==> config.mk <==
export PLATFORM = sky130hd
export DESIGN_NAME = clint_timer
export DESIGN_NICKNAME = d
export VERILOG_FILES = /design/src/verilog/lsu_cfg.svh /design/src/verilog/clint_timer.sv
export SDC_FILE = /design/constraint.sdc
export NUM_CORES = 1
export LEC_CHECK = 0
export BUFFER_PORTS_ARGS = -buffer_cell sky130_fd_sc_hd__buf_4
export CAP_MARGIN = 20
export CORE_MARGIN = 1
export CORE_UTILIZATION = 45
export DETAILED_ROUTE_END_ITERATION = 6
export PLACE_DENSITY = 0.64
export SLEW_MARGIN = 20
export SYNTH_ARGS = -nofsm -noshare
export SYNTH_HDL_FRONTEND = slang
export SYNTH_SLANG_ARGS = --single-unit
==> constraint.sdc <==
create_clock -name clk -period 2.3 [get_ports clk]
set_input_delay 0.345 -clock clk [delete_from_list [all_inputs] [get_ports clk]]
set_output_delay 0.345 -clock clk [all_outputs]
set_load 0.01 [all_outputs]
==> src/verilog/lsu_cfg.svh <==
`ifndef LSU_CFG_SVH
`define LSU_CFG_SVH

// core-local timer window, mtime low word then high word
`define LSU_TIMER_BASE 32'ha0000048
`define LSU_TIMER_END  32'ha000004f

// on-chip memory, indexed by address bits 9 to 2
`define LSU_MEM_WORDS 256
`define LSU_MEM_AW    8

`endif

==> src/verilog/clint_timer.sv <==
`default_nettype none

module clint_timer (
    input  wire logic        clk,
    input  wire logic        rst_n,
    input  wire logic        req,
    input  wire logic        hi,
    output logic             ack,
    output logic [31:0]      rdata
);

    logic [63:0] mtime_q;
    logic        ack_q;

    // free running, no compare or interrupt
    always_ff @(posedge clk or negedge rst_n) begin
        if (!rst_n) begin
            mtime_q <= 64'h0;
        end else begin
            mtime_q <= mtime_q + 64'd1;
        end
    end

    always_ff @(posedge clk or negedge rst_n) begin
        if (!rst_n) begin
            ack_q <= 1'b0;
        end else if (req && !ack_q) begin
            ack_q <= 1'b1;
        end else if (!req && ack_q) begin
            ack_q <= 1'b0;
        end
    end

    // snapshot of the selected half when the request is seen
    always_ff @(posedge clk) begin
        if (req && !ack_q) begin
            rdata <= hi ? mtime_q[63:32] : mtime_q[31:0];
        end
    end

    assign ack = ack_q;

endmodule

`default_nettype wire

After elaboration in Yosys (flattened, before gate mapping)
Cells that the tools add are included.

storage, ports and cells
  register bits = 97
  bits in latches = 0
  memory bits (writable) = 0
  memory bits (read-only) = 0
  input bits = 4
  output and inout bits = 33
  word-level logic and storage cells = 12
  memories = 0

cells by class
  add/sub/neg operators = 1
  multipliers = 0
  div/mod/pow operators = 0
  order comparisons = 0
  equal/unequal tests = 0
  shift operators = 0
  multiplexer cells = 3
  bitwise logic cells = 0
  reductions and logical operators = 5

operator list
  operator                 number
  $add A64 B1 Y64 const B  1
  $mux W32                 1
  $logic_and A1 B1 Y1      2
  $logic_not A1 Y1         2
  $mux W1                  2
  $reduce_bool A2 Y1       1

Longest topological paths before layout
Gate-level depths: netlist (run 1).

  word-level depth = 4
  mapped depth = 7
  depth with buffers taken out = 6

Least setup slack after synthesis (run 1)
No wires, ideal clock.

  path type = register -> register
  start = register mtime_q[32]
  end = register mtime_q[56]
  data arrival time = 1.755 ns
  slack = 0.466 ns
  stages on the path, launching flop included = 7
  buffers on the path = 1
  period minus slack after synthesis = 1.834 ns
  path through = dfrtp_1 > and4_4 > nand4_4 > or4_1 > buf_2 > nor4_4 > xor2_1

on the way
  word-level cells in the longest chain between the ends = 1

ends and longest elaborated chain
  what                      line               source
  start: declaration        clint_timer.sv:12  logic [63:0] mtime_q;
  start signal: assignment  clint_timer.sv:20  mtime_q <= mtime_q + 64'd1;
  $add A64 B1 Y64           clint_timer.sv:20

Every way passes these cells.
A chain may end at the register's enable or synchronous reset.

Worst setup path in the final report (run 1)
Ends and elaborated chain as after synthesis.

==> results of run 1 <==
[sequential cells by signal, summed over array words and instances, names as in the netlist]
register / cells
mtime_q: 64
rdata: 32
ack: 1
[power by group through the flow]
stage,logic (uW),registers [uW],clock network (uW)
floorplan,81.7,2040,0
global placement,340,1980,0
detailed placement,342,1980,0
CTS,343,1950,1350
global route,365,1960,1430
finish,333,1940,1330
[metal layers]
layer	up-vias	global-route usage, %	share of wire [%]
li1	1340	-	-
met1	1341	26.1	48
met2	38	29.1	47
met3	13	3.83	2.9
met4	0	6.35	1.6
met5	-	0	0
[stage by stage]
| stage | total power [uW] | instance area [um2] | worst slack (ps) | hold WS (ps) | cells |
|---|---|---|---|---|---|
| after detailed placement | 2320 | 4800 | 255 | 463 | 513 |
| after CTS | 3640 | 5040 | 236 | 109 | 529 |
| after global placement | 2320 | 4800 | 322 | 465 | 513 |
| final | 3600 | 5040 | 249 | 68.2 | 529 |
| after global routing | 3750 | 5040 | 40.8 | 145 | 529 |
| after floorplan | 2120 | 4350 | 466 | 49.4 | 351 |
[kinds of logic (layout without fill, tap and decap cells)]
| family | Yosys count | after routing |
|---|---|---|
| muxes | 29 | 29 |
| AOI/OAI and AO/OA | 4 | 4 |
| xor gates and xnor gates | 62 | 62 |
| adders and majority gates | 2 | 2 |
| DFF | 97 | 97 |
| buffers and inverters | 21 | 70 |
| and+or+nand+nor | 136 | 136 |
[layout make-up]
cell class	instances	area [um2]
inverters	10	37.5
fillers	839	4240
repair buffers	44	330
clock buffers	11	141
clock inverters	5	103
flip-flops and latches	97	2590
well taps	129	161
multi-input cells	233	1680
[placed cells by master, fill, tap and decap left out, drive strengths merged]
cell    instances
dfrtp          65
buf            44
xnor2          36
edfxtp         32
mux2           29
xor2           26
nand4          26
nand2          25
nand3          24
nor2           19
nor3           14
and3           11
clkbuf         11
inv            10
nor4            7
and4            6
o21ai           4
bufinv          3
and2            2
ha              2
clkinv          2
and4b           1
or4             1
[worst max-delay path: stages, from the launching register on]
cell and delay, ps:
dfrtp_1 460, and4_4 290, nand4_4 130, or4_1 600, nor4_4 330, xor2_1 170
[path summary, 6_finish.rpt]
kind                                  start           to  slack [ps]  cells past startpoint
worst max-delay path            mtime_q[32]  mtime_q[56]         250                      5
worst min-delay path                  rst_n  mtime_q[61]          70                      1
worst max register to register  mtime_q[32]  mtime_q[56]         250                      5
worst min register to register  mtime_q[63]  mtime_q[63]         480                      1
max in group asynchronous             rst_n  mtime_q[40]        1670                      1
min in group clk                        req          ack         350                      3
==> impl_summary.log, run 1 <==
INFO  metric outcome = finished clean
INFO  metric timing.hold.worst.class = in2async
INFO  metric tightest_slew = 841 ps
INFO  metric fin_util = a little over half
INFO  metric synth_warnings = 0
INFO  metric end_kind = flop
INFO  metric peak_supply_drop = 0.349 mV
INFO  metric area_delta_synth_final = 15.9%
INFO  metric synth_top_area_cell = dfrtp_1
INFO  metric cts-htree-levels = 3
INFO  metric synth-seq-area-share = between 50 and 60%
INFO  metric cts_resized = 0
INFO  metric switching_share = between 20% and 30%
INFO  metric gp_congestion = 0.897
INFO  metric postRouteWirelength = roughly 8.4 mm
INFO  metric clock_sink_count = 97
INFO  metric post_cts_setup_driven_buffer_insertion_count = 0
INFO  metric hpwl = 5.72 mm
INFO  metric grt_overflow = 0
INFO  metric synth_xor_xnor_area_share = between 10% and 20%
INFO  metric fp.dieW = 100 um
INFO  metric cts-buffers-inserted = 9
INFO  metric ys_top_cells_by_area = dfrtp_1, edfxtp_1, mux2_2
INFO  metric placement.io_buffers = 36
INFO  metric routedWlPerCell = 15.9 um
INFO  metric post_cts_hold_buffer_count = 0
INFO  metric clk_transition_reported_paths = roughly 90 ps
INFO  metric ios = 37
INFO  metric synth_top_flop_cell = dfrtp_1
INFO  metric startpoint_type = flop
INFO  metric fp.dieArea = around 10,000 um2
INFO  metric netlist-cell-type-count = 26
INFO  metric chipHeight = between 100 and 150 um
INFO  metric worst-endpoint-arrival = 2340 ps
INFO  metric tritoncts = yes
INFO  metric finalHoldViolations = 0
INFO  metric largest_net_degree_at_the_start_of_global_routing = 66
INFO  metric timing.setup.tns = 0 ps
INFO  metric synthAdderAreaFrac = less than 1%
INFO  metric sequential_group_share_of_total_power = 53.9%
INFO  metric combinational_family_with_the_most_area_after_synthesis = simple AND/OR/NAND/NOR gates
INFO  metric post_synth_inst_count = between 300 and 400
INFO  metric detail_route.vias_per_cell = 5.16
INFO  metric synth_top_area_share = 37.4%
INFO  metric route.vias.total = 2,732
INFO  metric antenna-diode-count = 0
INFO  metric share_of_layout_cells_above_drive_strength_1 = 23.3%
INFO  metric post-route-drc-count = 0
INFO  metric post-route-period-util = between 80% and 90%
INFO  metric dr.pass1.iters = 4
INFO  metric synthesized_area_fraction_occupied_by_ao_oa_aoi_and_oai_cells = 0.461%
INFO  metric asyncSetResetFlopFracSynth = 67.0%
INFO  metric clk_root_buffer_cell = clkbuf_8
INFO  metric syn_nets = between 300 and 400
INFO  metric drt.antenna.violating_nets = 0
INFO  metric crit_path_max_fo = 6
INFO  metric synth.ff_latch_count = 97
INFO  metric skew = 12.8 ps
INFO  metric postSynthAreaPerCell = 12.4 um2
INFO  metric p_sw = 790 uW
INFO  metric layout_min_cycle_time = 2050 ps
INFO  metric timing.final.setup_violations = 0
INFO  metric max_freq = 0.488 GHz
INFO  metric crit_required = 2590 ps
INFO  metric mappedNetlistArea = 4350 um2
INFO  metric grt_pass1_wl = 14.2 mm
INFO  metric synthMuxAreaShare = under 10%
INFO  metric initial_standard_cell_utilization_of_the_core = a little under half
INFO  metric cell_internal_pwr = 2810 uW
INFO  metric critical_path_class = reg2reg
INFO  metric grt_util_all_layers = a little under a fifth
INFO  metric maxSlewHeadroom = 44.0%
INFO  metric number_of_enable_type_register_cells_in_the_synthesized_netlist = 32
INFO  metric timing.max_cap.violations = 0
INFO  metric pwr_density_cell = 715 nW/um2
INFO  metric synth.cells.most_frequent = dfrtp_1, xnor2_1, edfxtp_1
INFO  metric number_of_antenna_violations_at_the_first_check_in_global_routing = 0
INFO  metric post_synth_and_or_nand_nor_area_fraction = 17.6%
INFO  metric fp-row-count = 35
INFO  metric clockPowerShare = 36.8%
INFO  metric clock_insertion_delay_worst_skew = approximately 370 ps
INFO  metric maxSlewViolCount = 0
INFO  metric ctsLongestPathBuffers = 2
INFO  metric synthMostInstantiatedCell = dfrtp_1
INFO  metric leak_pwr = ~0.0022 uW
INFO  metric rsz0062_at_grt = no
INFO  metric core_region_area = 9280 um2
INFO  metric power.combinational.fraction = 9.2%
INFO  metric grt_pass1_vias = 2,737
INFO  metric drt_iter0_drc = 121
INFO  metric nets = about 400
(Power assumes the default switching activity.)
==> run 2: changes to the inputs <==
--- a/config.mk
+++ b/config.mk
@@ -10,7 +10,8 @@
 export CORE_MARGIN = 1
 export CORE_UTILIZATION = 45
 export DETAILED_ROUTE_END_ITERATION = 6
-export PLACE_DENSITY = 0.64
+export HOLD_SLACK_MARGIN = 0.03
+export PLACE_DENSITY = 0.65
 export SLEW_MARGIN = 20
 export SYNTH_ARGS = -nofsm -noshare
 export SYNTH_HDL_FRONTEND = slang
==> impl_summary.log, run 2 (synthesis gave the netlist of run 1 again) <==
INFO  metric post-route-period-util = just under 90%
INFO  metric clk_root_buffer_cell = clkbuf_8
INFO  metric grt_overflow = 0
INFO  metric fp-row-count = 35
INFO  metric cts-htree-levels = 3
INFO  metric crit_required = 2580 ps
INFO  metric outcome = finished clean
INFO  metric worst-endpoint-arrival = between 2000 and 2500 ps
INFO  metric hold_slack = 94.0 ps
INFO  metric placement.io_buffers = 36
INFO  metric pre_cts_ws = between 200 and 300 ps
INFO  metric pwr_density_cell = 686 nW/um2
INFO  metric leak_pwr = 0.00223 uW
INFO  metric share_of_layout_cells_above_drive_strength_1 = a little under a quarter
INFO  metric final_cell_mix = dfrtp_1, buf_4, xnor2_1, edfxtp_1, mux2_2
INFO  metric drt.antenna.violating_nets = 0
INFO  metric largest_net_degree_at_the_start_of_global_routing = between 60 and 70
INFO  metric timing.hold.worst.class = in2async
INFO  metric hpwl = 5.70 mm
INFO  metric detail_route.vias_per_cell = 5.22
INFO  metric ctsLongestPathBuffers = 2
INFO  metric postRouteWirelength = 8.45 mm
INFO  metric skew = 12.4 ps
INFO  metric tritoncts = yes
INFO  metric nets = 400
INFO  metric cts_resized = 0
INFO  metric maxSlewViolCount = 0
INFO  metric post_dp_cell_area = 4790 um2
INFO  metric setup_ws = 261 ps
INFO  metric rsz0062_at_grt = no
INFO  metric area_delta_synth_final = 14.9%
INFO  metric peak_supply_drop = ~0.29 mV
INFO  metric initial_standard_cell_utilization_of_the_core = 46.8%
INFO  metric critical_path_class = reg2reg
INFO  metric largest_register_ff_count = 64
INFO  metric fp.dieArea = 10,100 um2
INFO  metric ios = 37
INFO  metric crit_path_max_fo = 6
INFO  metric tightest_slew = ~850 ps
INFO  metric max_freq = 0.490 GHz
INFO  metric core_region_area = 9280 um2
INFO  metric route.vias.total = 2,757
INFO  metric finalHoldViolations = 0
INFO  metric post_cts_setup_driven_buffer_insertion_count = 0
INFO  metric clock_insertion_delay_worst_skew = 360 ps
INFO  metric routedWlPerCell = 16.0 um
INFO  metric antenna-diode-count = 0
INFO  metric grt_util_all_layers = 18.7%
INFO  metric grt_pass1_wl = between 10 and 15 mm
INFO  metric drt_iter0_drc = 118
INFO  metric timing.setup.tns = 0 ps
INFO  metric layout_min_cycle_time = 2040 ps
INFO  metric end_kind = flop
INFO  metric post_cts_hold_buffer_count = 0
INFO  metric fillCellCount = 848
INFO  metric startpoint_type = flop
INFO  metric layout.cells.most_common = dfrtp_1
INFO  metric clock_sink_count = 97
INFO  metric fp.dieW = 100 um
INFO  metric gp_congestion = 0.890
INFO  metric grt_pass1_vias = 2,707
INFO  metric dr.pass1.iters = 4
INFO  metric largest-register = mtime_q
INFO  metric cts-buffers-inserted = 9
INFO  metric fin_area = 5000 um2
INFO  metric chipHeight = 100 um
INFO  metric post-route-drc-count = 0
INFO  metric number_of_antenna_violations_at_the_first_check_in_global_routing = 0
INFO  metric timing.final.setup_violations = 0
INFO  metric clk_transition_reported_paths = 90 ps
INFO  metric maxSlewHeadroom = 43.2%
INFO  metric timing.max_cap.violations = 0
run 2: cell types whose count changed in the layout (fill, tap and decap cells not counted), sizes merged:
cell / previous run / this run
buf: 44 / 43
bufinv: 3 / 1
clkbuf: 11 / 13
run 2: area by class of cell:
class                   instances  area (um2)  area share (%)
flip-flops and latches         97        2590            51.8
multi-input cells             233        1680            33.6
repair buffers                 43         323            6.46
clock buffers                  13         169            3.38
well taps                     129         161            3.23
clock inverters                 3        38.8           0.776
inverters                      10        37.5           0.751
run 2: layer usage:
layer | up-vias | share of wire [%] | GRT usage, %
li1 | 1337 | - | -
met1 | 1358 | 48 | 26.4
met2 | 49 | 46 | 27.6
met3 | 13 | 4.5 | 4.81
met4 | 0 | 1.9 | 7.47
met5 | - | 0 | 0
run 2: worst max-delay path, cell delays in order, from the launching register on:
cell	delay, ps
dfrtp_1	440
and4_1	270
nand2_1	80
or4_1	680
nor4_2	330
xor2_1	160
run 2: where the power goes:
group	internal [uW]	switching, uW	leakage (uW)
clock	588	560	0.000107
sequential	1910	30.6	0.00121
combinational	149	186	0.000911
run 2: per-stage QoR:
stage	cells	power (uW)	utilization [%]
after detailed placement	512	2330	51.6
final	528	3430	53.8
after CTS	528	3480	53.8
after floorplan	351	2120	-
after global placement	512	2320	51.6
after global routing	528	3570	53.8
run 2: path summary, 6_finish.rpt:
path | start | to | slack [ps] | depth (start not counted)
min in group clk | req | ack | 350 | 3
max reg2reg | mtime_q[42] | mtime_q[54] | 260 | 5
max | mtime_q[42] | mtime_q[54] | 260 | 5
min reg2reg | mtime_q[63] | mtime_q[63] | 490 | 1
max in group asynchronous | rst_n | mtime_q[51] | 1660 | 1
min | rst_n | mtime_q[57] | 90 | 1
==> run 3: changes to the inputs <==
--- a/config.mk
+++ b/config.mk
@@ -5,13 +5,14 @@
 export SDC_FILE = /design/constraint.sdc
 export NUM_CORES = 1
 export LEC_CHECK = 0
-export BUFFER_PORTS_ARGS = -buffer_cell sky130_fd_sc_hd__buf_4
 export CAP_MARGIN = 20
 export CORE_MARGIN = 1
 export CORE_UTILIZATION = 45
+export CTS_CLUSTER_DIAMETER = 120
 export DETAILED_ROUTE_END_ITERATION = 6
+export DONT_BUFFER_PORTS = 1
 export HOLD_SLACK_MARGIN = 0.03
-export PLACE_DENSITY = 0.65
+export PLACE_DENSITY = 0.62
 export SLEW_MARGIN = 20
 export SYNTH_ARGS = -nofsm -noshare
 export SYNTH_HDL_FRONTEND = slang
==> impl_summary.log, run 3 (synthesis gave the netlist of run 1 again) <==
INFO  metric worst-endpoint-arrival = 2330 ps
INFO  metric core_region_area = 9280 um2
INFO  metric number_of_antenna_violations_at_the_first_check_in_global_routing = 0
INFO  metric fp-row-count = 35
INFO  metric drt.antenna.violating_nets = 0
INFO  metric hold_path_stages = 2
INFO  metric hpwl = roughly 5.5 mm
INFO  metric tritoncts = yes
INFO  metric timing.setup.tns = 0 ps
INFO  metric skew = 7.21 ps
INFO  metric ctsLongestPathBuffers = 2
INFO  metric layout_min_cycle_time = 2050 ps
INFO  metric share_of_layout_cells_above_drive_strength_1 = between 10% and 20%
INFO  metric rsz0062_at_grt = no
INFO  metric worst-r2r-setup-slack = 250 ps
INFO  metric crit_path_max_incr_delay = 610 ps
INFO  metric drt_iter0_drc = 142
INFO  metric clockPowerShare = 33.3%
INFO  metric r2r.worst_path.cells = 5
INFO  metric power.combinational.fraction = ~3.9%
INFO  metric dr.pass1.iters = 4
INFO  metric clk_root_buffer_cell = clkbuf_8
INFO  metric fp.dieArea = 10,100 um2
INFO  metric area_delta_synth_final = 9.10%
INFO  metric clk_transition_reported_paths = ~90 ps
INFO  metric antenna-diode-count = 0
INFO  metric post-route-drc-count = 0
INFO  metric placement.io_buffers = 0
INFO  metric regToRegEndpoint = mtime_q[54]
INFO  metric grt_pass1_wl = roughly 14 mm
INFO  metric crit_required = 2580 ps
INFO  metric route.vias.total = 2,594
INFO  metric grt_overflow = 0
INFO  metric chipHeight = 100 um
INFO  metric switching_share = 23.4%
INFO  metric post-route-period-util = 89.2%
INFO  metric cell_internal_pwr = 2450 uW
INFO  metric peak_supply_drop = 0.296 mV
INFO  metric nets = 366
INFO  metric maxSlewHeadroom = 66.1%
INFO  metric hold_start = hi
INFO  metric crit_path_max_fo = 6
INFO  metric startpoint_type = flop
INFO  metric cts-buffers-inserted = 9
INFO  metric end_kind = flop
INFO  metric grt_util_all_layers = 18.2%
INFO  metric critical_path_buf_inv_count = 0
INFO  metric fin_area = around 4700 um2
INFO  metric finalHoldViolations = 0
INFO  metric detail_route.vias_per_cell = 5.25
INFO  metric grt_pass1_vias = ~2.7k
INFO  metric fp.dieW = 100 um
INFO  metric timing.max_cap.violations = 0
INFO  metric final_cell_mix = dfrtp_1, xnor2_1, edfxtp_1, mux2_2, xor2_1
INFO  metric hold_slack = 202 ps
INFO  metric tightest_slew = 504 ps
INFO  metric largest-register = mtime_q
INFO  metric sequential_group_share_of_total_power = a little over three fifths
INFO  metric gp_congestion = 0.816
INFO  metric p_total = 3200 uW
INFO  metric post_dp_cell_area = about 4500 um2
INFO  metric fin_util = 51.1%
INFO  metric leak_pwr = between 0.002 and 0.0025 uW
INFO  metric cp_max_delay_cell = or4_1
INFO  metric routedWlPerCell = 16.5 um
INFO  metric cts-htree-levels = 3
INFO  metric critical_path.top_delay_family = simple AND/OR/NAND/NOR gates
INFO  metric pwr_density_cell = 675 nW/um2
INFO  metric clock_sink_count = between 90 and 100
INFO  metric timing.final.setup_violations = 0
INFO  metric critical_path_class = reg2reg
INFO  metric regToRegStartpoint = mtime_q[32]
INFO  metric timing.hold.worst.class = in2reg
INFO  metric outcome = finished clean
INFO  metric p_sw = 748 uW
INFO  metric clock_insertion_delay_worst_skew = 350 ps
INFO  metric maxSlewViolCount = 0
INFO  metric initial_standard_cell_utilization_of_the_core = 46.8%
INFO  metric postRouteWirelength = 8.15 mm
INFO  metric ios = 37
INFO  metric layout.cells.most_common = dfrtp_1
INFO  metric worst_hold_path.endpoint = rdata[0]
INFO  metric largest_register_ff_count = 64
INFO  metric critical_path.cell_chain = and4_4 -> nand4_4 -> or4_1 -> nor4_2 -> xor2_1
INFO  metric max_freq = 0.488 GHz
INFO  metric largest_net_degree_at_the_start_of_global_routing = 66
run 3: how the worst max path moves through the flow:
stage / end / cells after the start / start
CTS: mtime_q[56] / 5 / mtime_q[12]
floorplan: mtime_q[56] / 6 / mtime_q[32]
global route: mtime_q[56] / 5 / mtime_q[12]
finish: mtime_q[54] / 5 / mtime_q[32]
global placement: mtime_q[56] / 5 / mtime_q[12]
detailed placement: mtime_q[56] / 5 / mtime_q[12]
run 3: layout make-up:
type	instances	area (um2)
Fill cell	837	4540
Sequential cell	97	2590
Multi-Input combinational cell	233	1680
Tap cell	129	161
Clock buffer	10	128
Timing Repair Buffer	9	90.1
Clock inverter	6	58.8
Inverter	10	37.5
run 3: timing repair:
| item | CTS | global route |
|---|---|---|
| setup buffers | 0 | 0 |
| hold buffers | 2 | 0 |
| gates resized for setup | 0 | 0 |
| endpoints found under the hold margin | 65 | 0 |
run 3: worst reg2reg max path, stage by stage, from the launching register on:
cell and delay, ps:
dfrtp_1 450, and4_4 290, nand4_4 130, or4_1 610, nor4_2 330, xor2_1 170
run 3: through the flow:
step | std cells | setup slack (ps)
after detailed placement | 476 | 244
after floorplan | 351 | 466
after global routing | 494 | 33.5
after global placement | 476 | 315
after CTS | 494 | 228
final | 494 | 249
run 3: power by group through the flow:
stage / Sequential (uW) / Combinational, uW / Clock, uW
after detailed placement: 2050 / 99.6 / 0
after global placement: 2050 / 96.0 / 0
after global routing: 2030 / 147 / 1150
after CTS: 2010 / 132 / 1100
after floorplan: 2040 / 81.7 / 0
final: 2010 / 124 / 1070
run 3: per-layer routing:
| metal | wire length [um] | global-route usage [%] | vias to the layer above |
|---|---|---|---|
| li1 | - | - | 1262 |
| met4 | 107 | 6.35 | 0 |
| met2 | 3840 | 28.9 | 50 |
| met1 | 3840 | 25.2 | 1273 |
| met3 | 357 | 3.13 | 9 |
| met5 | 0 | 0 | - |
